--- src/hdl/ipic_settings.svh ---
// IPIC build constants
// Line count, widths, CSR address map and ICSR bit layout

`ifndef IPIC_SETTINGS_SVH
`define IPIC_SETTINGS_SVH

// Sizes
`define IPIC_LINES          16          // IRQ lines served
`define IPIC_IDX_W          4           // Line index width
`define IPIC_VECT_W         5           // Vector number, MSB set only for void
`define IPIC_VOID_VECT      16          // Nothing in service
`define IPIC_XLEN           32          // CSR data width
`define IPIC_ADDR_W         3           // CSR address width

// ----------------------------------------
// CSR address map
`define IPIC_ADDR_CISV      3'd0        // Current vector in service, RO
`define IPIC_ADDR_CICSR     3'd1        // Reserved, reads zero
`define IPIC_ADDR_IPR       3'd2        // Pending, write 1 to clear
`define IPIC_ADDR_ISVR      3'd3        // In service, RO
`define IPIC_ADDR_EOI       3'd4        // End of interrupt, WO
`define IPIC_ADDR_SOI       3'd5        // Start of interrupt, WO
`define IPIC_ADDR_IDX       3'd6        // Line select for ICSR
`define IPIC_ADDR_ICSR      3'd7        // Control/status of indexed line

// ----------------------------------------
// ICSR bit positions
`define IPIC_ICSR_IP        0
`define IPIC_ICSR_IE        1
`define IPIC_ICSR_IM        2           // 0 level, 1 edge
`define IPIC_ICSR_INV       3
`define IPIC_ICSR_IS        4
`define IPIC_ICSR_PRV_LSB   8
`define IPIC_ICSR_PRV_W     2
`define IPIC_PRV_M          2'b11       // Machine mode only
`define IPIC_ICSR_LN_LSB    12

`endif
--- src/hdl/ipic_pkg.sv ---
// IPIC shared vector types

`default_nettype none

`include "ipic_settings.svh"

package ipic_pkg;

    // ----------------------------------------
    // Per-line and index types

    // One bit per IRQ line
    typedef logic [`IPIC_LINES-1:0]  irq_vec_t;

    // Line number
    typedef logic [`IPIC_IDX_W-1:0]  irq_idx_t;

    // Vector number, top bit flags void
    typedef logic [`IPIC_VECT_W-1:0] irq_vect_t;

    // ----------------------------------------
    // CSR port types

    typedef logic [`IPIC_ADDR_W-1:0] csr_addr_t;    // Register select
    typedef logic [`IPIC_XLEN-1:0]   csr_data_t;    // Read/write data

endpackage

`default_nettype wire

--- src/hdl/ipic_top.sv ---
// IPIC top level
// Line front end, register block and service block

`timescale 1ns/10ps
`default_nettype none

module ipic_top (
    input  logic                clk,
    input  logic                rst_n,
    input  ipic_pkg::irq_vec_t  irq_lines_i,    // External IRQ lines
    // CSR port
    input  logic                csr_rd_req_i,
    input  logic                csr_wr_req_i,
    input  ipic_pkg::csr_addr_t csr_addr_i,
    input  ipic_pkg::csr_data_t csr_wdata_i,
    output ipic_pkg::csr_data_t csr_rdata_o,
    output logic                irq_o           // Request to the core
);

    ipic_pkg::irq_vec_t  irq_lvl;
    ipic_pkg::irq_vec_t  irq_edge;
    ipic_pkg::irq_vec_t  iinv;
    ipic_pkg::irq_vec_t  ipr;
    ipic_pkg::irq_vec_t  ier;
    logic                soi_wr;
    logic                eoi_wr;
    logic                soi_take;
    ipic_pkg::irq_idx_t  req_idx;
    ipic_pkg::irq_vec_t  isvr;
    ipic_pkg::irq_vect_t cisv;

    // ----------------------------------------
    ipic_line_detect u_line_detect (
        .clk         (clk),
        .rst_n       (rst_n),
        .irq_lines_i (irq_lines_i),
        .iinv_i      (iinv),
        .irq_lvl_o   (irq_lvl),
        .irq_edge_o  (irq_edge)
    );

    ipic_regs u_regs (
        .clk          (clk),
        .rst_n        (rst_n),
        .csr_rd_req_i (csr_rd_req_i),
        .csr_wr_req_i (csr_wr_req_i),
        .csr_addr_i   (csr_addr_i),
        .csr_wdata_i  (csr_wdata_i),
        .csr_rdata_o  (csr_rdata_o),
        .irq_lvl_i    (irq_lvl),
        .irq_edge_i   (irq_edge),
        .iinv_o       (iinv),
        .ipr_o        (ipr),
        .ier_o        (ier),
        .soi_wr_o     (soi_wr),
        .eoi_wr_o     (eoi_wr),
        .soi_take_i   (soi_take),
        .req_idx_i    (req_idx),
        .isvr_i       (isvr),
        .cisv_i       (cisv)
    );

    ipic_service u_service (
        .clk        (clk),
        .rst_n      (rst_n),
        .ipr_i      (ipr),
        .ier_i      (ier),
        .soi_wr_i   (soi_wr),
        .eoi_wr_i   (eoi_wr),
        .soi_take_o (soi_take),
        .req_idx_o  (req_idx),
        .isvr_o     (isvr),
        .cisv_o     (cisv),
        .irq_o      (irq_o)
    );

endmodule

`default_nettype wire

--- src/hdl/ipic_service.sv ---
// Interrupt service tracking
// ISVR, CISV, SOI/EOI handling and the request to the core

`timescale 1ns/10ps
`default_nettype none

`include "ipic_settings.svh"

module ipic_service (
    input  logic                clk,
    input  logic                rst_n,
    input  ipic_pkg::irq_vec_t  ipr_i,
    input  ipic_pkg::irq_vec_t  ier_i,
    input  logic                soi_wr_i,
    input  logic                eoi_wr_i,
    output logic                soi_take_o,     // SOI with a request present
    output ipic_pkg::irq_idx_t  req_idx_o,
    output ipic_pkg::irq_vec_t  isvr_o,
    output ipic_pkg::irq_vect_t cisv_o,
    output logic                irq_o           // To the core, M-mode external
);

    ipic_pkg::irq_vec_t  req_v;         // Pending and enabled
    logic                req_vld;
    ipic_pkg::irq_idx_t  req_idx;
    ipic_pkg::irq_vec_t  isvr_q;
    ipic_pkg::irq_vec_t  isvr_eoi;      // ISVR with current line dropped
    logic                eoi_vld;
    ipic_pkg::irq_idx_t  eoi_idx;       // Next CISV after EOI
    ipic_pkg::irq_vect_t cisv_q;
    logic                serv_vld;
    ipic_pkg::irq_idx_t  serv_idx;
    logic                irq_req;
    logic                start;
    logic                finish;

    assign req_v = ipr_i & ier_i;

    ipic_prio_find u_req_find (
        .vec_i (req_v),
        .vld_o (req_vld),
        .idx_o (req_idx)
    );

    // Current line, void when MSB set
    assign serv_vld = ~cisv_q[`IPIC_VECT_W-1];
    assign serv_idx = cisv_q[`IPIC_IDX_W-1:0];

    always_comb begin
        isvr_eoi = isvr_q;
        if (serv_vld) isvr_eoi[serv_idx] = 1'b0;
    end

    ipic_prio_find u_eoi_find (
        .vec_i (isvr_eoi),
        .vld_o (eoi_vld),
        .idx_o (eoi_idx)
    );

    // ----------------------------------------
    // Request and service control

    // Only a lower index may preempt
    assign irq_req    = req_vld & (~serv_vld | (req_idx < serv_idx));
    assign soi_take_o = soi_wr_i & req_vld;
    assign start      = soi_take_o & irq_req;
    assign finish     = eoi_wr_i & serv_vld;

    always_ff @(posedge clk or negedge rst_n) begin
        if (!rst_n) begin
            isvr_q <= '0;
            cisv_q <= ipic_pkg::irq_vect_t'(`IPIC_VOID_VECT);
        end else if (start) begin
            isvr_q[req_idx] <= 1'b1;
            cisv_q          <= {1'b0, req_idx};     // Nest over current
        end else if (finish) begin
            isvr_q <= isvr_eoi;
            cisv_q <= eoi_vld ? {1'b0, eoi_idx}     // Back to outer level
                              : ipic_pkg::irq_vect_t'(`IPIC_VOID_VECT);
        end
    end

    assign req_idx_o = req_idx;
    assign isvr_o    = isvr_q;
    assign cisv_o    = cisv_q;
    assign irq_o     = irq_req;

endmodule

`default_nettype wire

--- src/hdl/ipic_regs.sv ---
// IPIC register block
// CSR decode and read mux, IDX/IER/IMR/IINVR/IPR registers

`timescale 1ns/10ps
`default_nettype none

`include "ipic_settings.svh"

module ipic_regs (
    input  logic                clk,
    input  logic                rst_n,
    // CSR port
    input  logic                csr_rd_req_i,
    input  logic                csr_wr_req_i,
    input  ipic_pkg::csr_addr_t csr_addr_i,
    input  ipic_pkg::csr_data_t csr_wdata_i,
    output ipic_pkg::csr_data_t csr_rdata_o,    // Same-cycle read data
    // Line front end
    input  ipic_pkg::irq_vec_t  irq_lvl_i,
    input  ipic_pkg::irq_vec_t  irq_edge_i,
    output ipic_pkg::irq_vec_t  iinv_o,
    // Service block
    output ipic_pkg::irq_vec_t  ipr_o,
    output ipic_pkg::irq_vec_t  ier_o,
    output logic                soi_wr_o,
    output logic                eoi_wr_o,
    input  logic                soi_take_i,     // SOI found a request
    input  ipic_pkg::irq_idx_t  req_idx_i,
    input  ipic_pkg::irq_vec_t  isvr_i,
    input  ipic_pkg::irq_vect_t cisv_i
);

    logic               idx_wr;
    logic               ipr_wr;
    logic               icsr_wr;
    ipic_pkg::irq_idx_t idx_q;          // ICSR line select
    ipic_pkg::irq_vec_t ier_q, ier_next;
    ipic_pkg::irq_vec_t imr_q, imr_next;    // 1 = edge mode
    ipic_pkg::irq_vec_t iinv_q, iinv_next;
    ipic_pkg::irq_vec_t ipr_q, ipr_next;
    ipic_pkg::irq_vec_t ipr_clr_req;    // Software asks to clear
    ipic_pkg::irq_vec_t ipr_clr;        // Clear actually allowed

    // ----------------------------------------
    // Write decode
    always_comb begin
        idx_wr   = 1'b0;
        ipr_wr   = 1'b0;
        icsr_wr  = 1'b0;
        soi_wr_o = 1'b0;
        eoi_wr_o = 1'b0;
        if (csr_wr_req_i) begin
            case (csr_addr_i)
                `IPIC_ADDR_IPR:  ipr_wr   = 1'b1;
                `IPIC_ADDR_EOI:  eoi_wr_o = 1'b1;
                `IPIC_ADDR_SOI:  soi_wr_o = 1'b1;
                `IPIC_ADDR_IDX:  idx_wr   = 1'b1;
                `IPIC_ADDR_ICSR: icsr_wr  = 1'b1;
                default: ;                  // Read-only or reserved, ignored
            endcase
        end
    end

    // ----------------------------------------
    // Per-line config through ICSR
    always_comb begin
        ier_next  = ier_q;
        imr_next  = imr_q;
        iinv_next = iinv_q;
        if (icsr_wr) begin
            ier_next[idx_q]  = csr_wdata_i[`IPIC_ICSR_IE];
            imr_next[idx_q]  = csr_wdata_i[`IPIC_ICSR_IM];
            iinv_next[idx_q] = csr_wdata_i[`IPIC_ICSR_INV];
        end
    end

    // Pending clear sources, at most one per cycle
    always_comb begin
        ipr_clr_req = '0;
        if (ipr_wr) begin
            ipr_clr_req = csr_wdata_i[`IPIC_LINES-1:0];     // W1C
        end else if (icsr_wr) begin
            ipr_clr_req[idx_q] = csr_wdata_i[`IPIC_ICSR_IP];
        end else if (soi_take_i) begin
            ipr_clr_req[req_idx_i] = 1'b1;                  // Line taken into service
        end
    end

    // Active level lines cannot be cleared
    assign ipr_clr = ipr_clr_req & (~irq_lvl_i | imr_next);

    // Level mode follows the line, edge mode sticks
    always_comb begin
        for (int i = 0; i < `IPIC_LINES; i++) begin
            ipr_next[i] = ipr_clr[i] ? 1'b0
                        : !imr_q[i]  ? irq_lvl_i[i]
                        : ipr_q[i] | irq_edge_i[i];
        end
    end

    always_ff @(posedge clk or negedge rst_n) begin
        if (!rst_n) begin
            idx_q  <= '0;
            ier_q  <= '0;
            imr_q  <= '0;
            iinv_q <= '0;
            ipr_q  <= '0;
        end else begin
            if (idx_wr) idx_q <= csr_wdata_i[`IPIC_IDX_W-1:0];
            ier_q  <= ier_next;
            imr_q  <= imr_next;
            iinv_q <= iinv_next;
            ipr_q  <= ipr_next;
        end
    end

    assign iinv_o = iinv_next;  // Front end sees inversion a cycle early
    assign ipr_o  = ipr_q;
    assign ier_o  = ier_q;

    // ----------------------------------------
    // Read mux, zero when idle
    always_comb begin
        csr_rdata_o = '0;
        if (csr_rd_req_i) begin
            case (csr_addr_i)
                `IPIC_ADDR_CISV: csr_rdata_o[`IPIC_VECT_W-1:0] = cisv_i;
                `IPIC_ADDR_IPR:  csr_rdata_o[`IPIC_LINES-1:0]  = ipr_q;
                `IPIC_ADDR_ISVR: csr_rdata_o[`IPIC_LINES-1:0]  = isvr_i;
                `IPIC_ADDR_IDX:  csr_rdata_o[`IPIC_IDX_W-1:0]  = idx_q;
                `IPIC_ADDR_ICSR: begin
                    csr_rdata_o[`IPIC_ICSR_IP]  = ipr_q[idx_q];
                    csr_rdata_o[`IPIC_ICSR_IE]  = ier_q[idx_q];
                    csr_rdata_o[`IPIC_ICSR_IM]  = imr_q[idx_q];
                    csr_rdata_o[`IPIC_ICSR_INV] = iinv_q[idx_q];
                    csr_rdata_o[`IPIC_ICSR_IS]  = isvr_i[idx_q];
                    csr_rdata_o[`IPIC_ICSR_PRV_LSB +: `IPIC_ICSR_PRV_W] = `IPIC_PRV_M;
                    csr_rdata_o[`IPIC_ICSR_LN_LSB +: `IPIC_IDX_W]       = idx_q;
                end
                default: ;                  // EOI, SOI and reserved read zero
            endcase
        end
    end

endmodule

`default_nettype wire

--- src/hdl/ipic_prio_find.sv ---
// Fixed-priority search, lowest set bit wins
// Built as a tree of pairwise reductions

`timescale 1ns/10ps
`default_nettype none

`include "ipic_settings.svh"

module ipic_prio_find (
    input  ipic_pkg::irq_vec_t vec_i,       // Request bits
    output logic               vld_o,       // Any bit set
    output ipic_pkg::irq_idx_t idx_o        // Lowest set bit
);

    localparam int LINES = `IPIC_LINES;

    always_comb begin
        logic [LINES-1:0]   node_vld;
        ipic_pkg::irq_idx_t node_idx [LINES];

        // Leaves carry their own line number
        for (int i = 0; i < LINES; i++) begin
            node_vld[i] = vec_i[i];
            node_idx[i] = ipic_pkg::irq_idx_t'(i);
        end

        // Halve the node count each level, left child first
        // Node k is rebuilt from 2k and 2k+1, done in place
        for (int w = LINES / 2; w >= 1; w = w / 2) begin
            for (int k = 0; k < w; k++) begin
                node_idx[k] = node_vld[2*k] ? node_idx[2*k] : node_idx[2*k+1];
                node_vld[k] = node_vld[2*k] | node_vld[2*k+1];
            end
        end

        // Root of the tree
        vld_o = node_vld[0];
        idx_o = node_idx[0];    // Meaningless when vld_o low
    end

endmodule

`default_nettype wire

--- src/hdl/ipic_line_detect.sv ---
// IRQ line front end
// Two-flop synchronizer, inversion, level and edge detect

`timescale 1ns/10ps
`default_nettype none

module ipic_line_detect (
    input  logic               clk,
    input  logic               rst_n,
    input  ipic_pkg::irq_vec_t irq_lines_i,     // Raw async lines
    input  ipic_pkg::irq_vec_t iinv_i,          // Inversion, next value
    output ipic_pkg::irq_vec_t irq_lvl_o,       // Active level per line
    output ipic_pkg::irq_vec_t irq_edge_o       // Change into active level
);

    ipic_pkg::irq_vec_t sync_q;     // First sync stage
    ipic_pkg::irq_vec_t lines_q;    // Second sync stage, safe to use
    ipic_pkg::irq_vec_t dly_q;      // Previous synchronized value

    // ----------------------------------------
    // Synchronizer and delay stage
    always_ff @(posedge clk or negedge rst_n) begin
        if (!rst_n) begin
            sync_q  <= '0;
            lines_q <= '0;
            dly_q   <= '0;
        end else begin
            sync_q  <= irq_lines_i;
            lines_q <= sync_q;
            dly_q   <= lines_q;     // One cycle behind for edge compare
        end
    end

    // ----------------------------------------
    // Detection

    // Level visible two cycles after the line moves
    assign irq_lvl_o = lines_q ^ iinv_i;

    // Any change that lands on the active level
    assign irq_edge_o = (dly_q ^ lines_q) & irq_lvl_o;

endmodule

`default_nettype wire

--- config.mk ---
export PLATFORM = sky130hd
export DESIGN_NAME = ipic_top
export DESIGN_NICKNAME = d
export VERILOG_FILES = /design/src/hdl/ipic_pkg.sv /design/src/hdl/ipic_top.sv /design/src/hdl/ipic_service.sv /design/src/hdl/ipic_regs.sv /design/src/hdl/ipic_prio_find.sv /design/src/hdl/ipic_line_detect.sv
export VERILOG_INCLUDE_DIRS = /design/src /design/src/hdl
export SDC_FILE = /design/constraint.sdc
export NUM_CORES = 1
export LEC_CHECK = 0
export BUFFER_PORTS_ARGS = -buffer_cell sky130_fd_sc_hd__buf_2
export CORE_MARGIN = 2
export CORE_UTILIZATION = 30
export CTS_CLUSTER_SIZE = 20
export DETAILED_ROUTE_END_ITERATION = 16
export SLEW_MARGIN = 20
export SYNTH_ARGS = -nofsm -noshare
export SYNTH_HDL_FRONTEND = slang
export SYNTH_HIERARCHICAL = 1
export SYNTH_SLANG_ARGS = --single-unit
--- constraint.sdc ---
create_clock -name clk -period 11.41 [get_ports clk]
set_clock_uncertainty 0.15 [all_clocks]
set_input_delay 1.7115 -clock clk [delete_from_list [all_inputs] [get_ports clk]]
set_output_delay 1.7115 -clock clk [all_outputs]
set_load 0.03 [all_outputs]
==> impl_metrics.json, run 1 <==
{
  "cts_resized": 0,
  "setup.worst_path.class": "in -> out",
  "dp.cells": 1132,
  "worstSetupStartpointType": "input port",
  "ys_seq_area_frac": 0.438,
  "first_global_vias": 5979,
  "finalPower_w": 0.00195,
  "power.density_mw_per_mm2": 218,
  "yosys_warnings": 6,
  "cts_buffer_depth": 2,
  "globalplace.congestion": 0.887,
  "grt-ovfl-total": 0,
  "drtPass1Iterations": 5,
  "synthesis.instances": 767,
  "hold_class": "reg -> reg",
  "hold_violations": 0,
  "drt_iter0_markers": 545,
  "cp_max_fo": 30,
  "synth-seq-cells": 137,
  "final_max_slew_viol_count": 0,
  "final_common_cell": "dfrtp_1",
  "tightest_slew_ps": 902,
  "endpoint_kind": "output port",
  "outcome": "finished, final reports clean",
  "ir_drop_uv": 97.0,
  "mostFrequentLayoutCells": "136 x dfrtp_1, 74 x nor2_1, 54 x buf_2, 53 x mux2_2, 52 x inv_1",
  "drv_cap": 0,
  "area_growth_pct": 14.4,
  "grtUsageTotal": 0.159,
  "grt_max_degree": 71,
  "dieArea_sq_mm": 0.0274,
  "cts_tree": "yes",
  "async_reset_ff_frac": 1.00,
  "tns_ps": 0,
  "wl_um": 21200,
  "synth-edff-count": 0,
  "final_nets": 874,
  "num_io_pins": 88,
  "min_period_ps": 5250,
  "fin_crit_sh": 0.460,
  "layout-drive-gt1-share": 0.248,
  "timing.hold.ws_ps": 196,
  "fp.dieH_um": 166,
  "antenna_found_initial": 2,
  "viasPerCell": 5.28,
  "postCtsSetupRepairBufs": 0,
  "rsz0062_at_grt": "no",
  "arrival_ps": 3390,
  "numCtsBuffers": 17,
  "hold_buffers": 0,
  "start_util": 0.303,
  "clk_latency_ps": 430,
  "routedWlPerCell_um": 18.1,
  "slew_headroom": 0.399,
  "root_buffer": "clkbuf_16",
  "grt_pass1_wl_um": 32900,
  "synth.distinct_cells": 67,
  "setup_violations": 0,
  "core_sq_mm": 0.0258,
  "clk_pin_slew_ps": 60,
  "fp-row-count": 59,
  "synth_ff_type": "dfrtp_1",
  "ant_nets": 0,
  "hpwl_um": 15300,
  "vias": 6160,
  "die_w_um": 166,
  "fin_cells": 1166,
  "clock_sinks": 137,
  "cp.required_ps": 9550,
  "p_leak_nw": 4.03,
  "io_buffers": 55,
  "max_freq_ghz": 0.190,
  "drc": 0,
  "netlist_area_sq_mm": 0.00783,
  "syn_avg_cell_area_sq_um": 10.2,
  "h-tree-depth": 4
}
-- worst max-delay path, stage by stage --
cell	delay, ps
buf_2	470
nand2_2	290
o32a_1	360
o22ai_1	290
buf_2	260
-- flip-flops by register name, indices dropped and copies added (netlist names), 5 cells and up --
register	flops
u_service/cisv_o	5
u_regs/iinv_q	16
u_regs/ier_o	16
u_line_detect/dly_q	16
u_line_detect/lines_q	16
u_line_detect/sync_q	16
u_service/isvr_o	16
u_regs/imr_q	16
u_regs/ipr_o	16
-- stage by stage --
stage	setup WS [ps]	instance area, sq um	util
final	6160	8950	0.346
after CTS	6220	8950	0.346
after detailed placement	6230	8360	0.324
after global routing	6050	8950	0.346
after floorplan	6290	7880	-
after global placement	6250	8360	0.324
-- path summary, 6_finish.rpt --
| check | startpoint | endpoint | slack [ps] | cells past startpoint |
|---|---|---|---|---|
| setup / recovery | csr_addr_i[0] | csr_rdata_o[0] | 6160 | 5 |
| hold / removal | u_line_detect/sync_q[11]$_DFF_PN0_ | u_line_detect/lines_q[11]$_DFF_PN0_ | 200 | 0 |
| setup reg to reg | u_regs/ipr_o[1]$_DFF_PN0_ | u_service/cisv_o[3]$_DFFE_PN0P_ | 7910 | 9 |
| hold reg to reg | u_line_detect/sync_q[11]$_DFF_PN0_ | u_line_detect/lines_q[11]$_DFF_PN0_ | 200 | 0 |
| max in group asynchronous | rst_n | u_line_detect/dly_q[7]$_DFF_PN0_ | 8650 | 2 |
| min in group asynchronous | rst_n | u_service/isvr_o[11]$_DFFE_PN0P_ | 1130 | 1 |
-- cell usage after synthesis (all sizes together), types with 16 or more instances --
cell type    n  area share
inv         52       0.025
mux2        54       0.078
a21oi       37       0.024
a31oi       17       0.014
o21ai       61       0.048
mux4        18       0.052
nand2b      16       0.013
buf         33       0.028
nand3b      17       0.016
dfrtp      136        0.43
nand2       46       0.022
and2        18       0.014
nor2        74       0.035
xor2        16       0.018
-- logic make-up after synthesis --
family	synth area share
simple gates	0.173
compound gates	0.161
flops	0.438
buf+inv	0.0592
mux	0.145
xor+xnor	0.0179
fa+ha+maj	0.00480
other cells	0.000479
-- final cells by class --
class	instances	area [sq um]
Timing Repair Buffer	61	327
Multi-Input combinational cell	547	3990
Antenna cell	2	5.00
Clock buffer	20	447
Clock inverter	12	139
Tap cell	335	419
Fill cell	2617	16900
Sequential cell	137	3430
Inverter	52	195
-- power breakdown --
group | internal (W) | switching (W) | total, W
logic | 0.000286 | 0.000415 | 0.000701
clock network | 0.000331 | 0.000224 | 0.000555
registers | 0.000576 | 0.000116 | 0.000692
-- metal layers --
| metal | vias to the layer above | track usage | share of wire |
|---|---|---|---|
| li1 | 2868 | - | - |
| met4 | 0 | 0.0537 | 0.023 |
| met3 | 29 | 0.0470 | 0.079 |
| met5 | - | 0 | 0 |
| met1 | 3024 | 0.212 | 0.44 |
| met2 | 239 | 0.248 | 0.46 |
No activity file was read; power rests on OpenSTA's default activity.
==> run 2, diff against run 1 <==
--- a/config.mk
+++ b/config.mk
@@ -6,6 +6,7 @@
 export SDC_FILE = /design/constraint.sdc
 export NUM_CORES = 1
 export LEC_CHECK = 0
+export ABC_AREA = 1
 export BUFFER_PORTS_ARGS = -buffer_cell sky130_fd_sc_hd__buf_2
 export CORE_MARGIN = 2
 export CORE_UTILIZATION = 30
==> constraint.sdc (replaced) <==
create_clock -name clk -period 4.6 [get_ports clk]
set_clock_uncertainty 0.15 [all_clocks]
set_input_delay 0.69 -clock clk [delete_from_list [all_inputs] [get_ports clk]]
set_output_delay 0.69 -clock clk [all_outputs]
set_load 0.03 [all_outputs]
==> run 2 against run 1 <==
  * First-iteration DRC count grew 34%
  * Critical path depth grew 9
  * Synthesized cell count grew 72%
==> impl_metrics.json, run 2 <==
{
  "netSwitchingFraction": 0.419,
  "tightest_slew_ps": 995,
  "layout-drive-gt1-share": 0.119,
  "min_period_ps": 3740,
  "fp-row-count": 62,
  "synth-seq-cells": 137,
  "drc": 0,
  "p_leak_nw": 5.46,
  "synth.most_common_cell": "nand2_1",
  "area_growth_pct": 13.5,
  "async_reset_ff_frac": 1.00,
  "wl_met1_um": 12000,
  "grt_pass1_wl_um": 41700,
  "ys_seq_area_frac": 0.395,
  "hold_violations": 0,
  "dieArea_sq_mm": 0.0303,
  "h-tree-depth": 4,
  "grt_max_degree": 101,
  "setup_violations": 0,
  "viasPerCell": 4.75,
  "drt_iter0_markers": 731,
  "ant_nets": 0,
  "multi_input_area_sq_mm": 0.00426,
  "cp.required_ps": 3760,
  "timing.hold.ws_ps": 191,
  "antenna_found_initial": 0,
  "outcome": "finished, final reports clean",
  "worstSetupStartpointType": "flip-flop",
  "setup.worst_path.class": "reg -> out",
  "hold_class": "reg -> reg",
  "power.density_mw_per_mm2": 431,
  "yosys.area.top_type": "dfrtp_1",
  "p_int_w": 0.00247,
  "placed_cell_area_sq_mm": 0.00929,
  "drtPass1Iterations": 6,
  "synth_top_area_frac": 0.392,
  "ir_drop_uv": 324,
  "first_global_vias": 7968,
  "fin_util": 0.344,
  "cp_max_fo": 13,
  "routedWlPerCell_um": 14.6,
  "synth-edff-count": 0,
  "dr_wl_met2_um": 11700,
  "netlist_area_sq_mm": 0.00868,
  "power_frac_seq": 0.357,
  "power_switching_w": 0.00178,
  "root_buffer": "clkbuf_16",
  "pwr-share-clk": 0.322,
  "cts_tree": "yes",
  "max_freq_ghz": 0.268,
  "grtUsageTotal": 0.174,
  "seq_area_sq_mm": 0.00343,
  "final_max_slew_viol_count": 0,
  "clk_pin_slew_ps": 70,
  "io_buffers": 55,
  "globalplace.congestion": 0.919,
  "grt-ovfl-total": 0,
  "start_util": 0.303,
  "synth.distinct_cells": 35,
  "tns_ps": 0,
  "synth_ff_type": "dfrtp_1",
  "hpwl_um": 18200,
  "yosys_warnings": 6,
  "vias": 8388,
  "top_layer_used": "met4",
  "syn_avg_cell_area_sq_um": 6.57,
  "numCtsBuffers": 17,
  "num_io_pins": 88,
  "rsz0062_at_grt": "no",
  "ys_top_cells_by_area": "dfrtp_1 39%, nand2_1 23%, inv_1 7.6%",
  "wl_um": 25700,
  "n_antenna_cell": 0,
  "clock_sinks": 137,
  "pwr-share-comb": 0.320,
  "final_area_sq_mm": 0.00985,
  "slew_headroom": 0.337,
  "cts_resized": 0,
  "fillers": 3133,
  "fin_crit_sh": 0.812,
  "cts_buffer_depth": 2,
  "synth_commonest_cells": "528 x nand2_1, 176 x inv_1, 136 x dfrtp_1, 124 x nand3_1, 78 x o21ai_0",
  "postCtsSetupRepairBufs": 0,
  "arrival_ps": 2900,
  "wl_met3_um": 1490,
  "clk_latency_ps": 440,
  "final_nets": 1428,
  "synthesis.instances": 1322,
  "fp.dieH_um": 174,
  "drv_cap": 0,
  "hold_buffers": 0,
  "die_w_um": 174,
  "mostFrequentLayoutCells": "528 x nand2_1, 176 x inv_1, 136 x dfrtp_1, 124 x nand3_1, 78 x o21ai_0",
  "endpoint_kind": "output port",
  "final_common_cell": "nand2_1",
  "core_sq_mm": 0.0286
}
-- run 2: path summary, 6_finish.rpt --
check                                                  startpoint                                 end  slack [ps]  cells past startpoint
worst max register to register          u_regs/ipr_o[5]$_DFF_PN0_     u_service/isvr_o[2]$_DFFE_PN0P_        1350                     18
worst min register to register  u_line_detect/sync_q[9]$_DFF_PN0_  u_line_detect/lines_q[9]$_DFF_PN0_         190                      0
worst max-delay path                    u_regs/ipr_o[5]$_DFF_PN0_                               irq_o         860                     14
min in group asynchronous                                   rst_n           u_regs/ipr_o[2]$_DFF_PN0_         240                      1
worst min-delay path            u_line_detect/sync_q[9]$_DFF_PN0_  u_line_detect/lines_q[9]$_DFF_PN0_         190                      0
max in group asynchronous                                   rst_n          u_regs/ipr_o[13]$_DFF_PN0_        3150                      2
-- run 2: layer usage --
| layer | global-route usage | vias to the layer above |
|---|---|---|
| met1 | 0.238 | 3903 |
| li1 | - | 4176 |
| met4 | 0.0515 | 0 |
| met2 | 0.282 | 276 |
| met3 | 0.0276 | 33 |
| met5 | 0 | - |
-- run 2: cells by family after synthesis --
logic type | Yosys count | share of synthesized area
XOR/XNOR | 16 | 0.0161
AND/OR/NAND/NOR | 757 | 0.368
other | 1 | 0.000432
flip-flops | 137 | 0.395
buffers and inverters | 251 | 0.121
adder cells (fa/ha/maj) | 3 | 0.00432
AO/OA/AOI/OAI | 157 | 0.0953
-- run 2: critical path: stages (launching register included) --
cell	delay [ps]
dfrtp_1	440
nand2_1	90
inv_1	50
nor2_2	140
nand3_2	130
nor2_4	320
nand2_1	90
o21ai_1	220
ha_1	300
nand2_1	60
nand2_1	50
nand2_1	60
nand2_2	70
a21boi_0	200
buf_2	240
-- run 2: power groups by stage --
stage | Sequential, W | Combinational [W] | Clock, W
floorplan | 0.00147 | 0.000979 | 0
global placement | 0.00154 | 0.00132 | 0
detailed placement | 0.00154 | 0.00133 | 0
CTS | 0.00152 | 0.00134 | 0.00140
global route | 0.00154 | 0.00152 | 0.00145
finish | 0.00152 | 0.00136 | 0.00137
-- run 2: metrics by stage --
step | power [W] | instances | worst slack, ps
2_1_floorplan | 0.00245 | 1337 | 1240
3_3_place_gp | 0.00286 | 1735 | 1350
3_5_place_dp | 0.00287 | 1735 | 1360
4_1_cts | 0.00426 | 1767 | 870
5_1_grt | 0.00451 | 1767 | 596
6_report | 0.00425 | 1767 | 865
-- run 2: area by class of cell --
class,count,area share
Multi-Input combinational cell,949,0.432
Sequential cell,137,0.348
Inverter,197,0.0750
Tap cell,384,0.0488
Clock buffer,18,0.0446
Timing Repair Buffer,68,0.0385
Clock inverter,14,0.0131
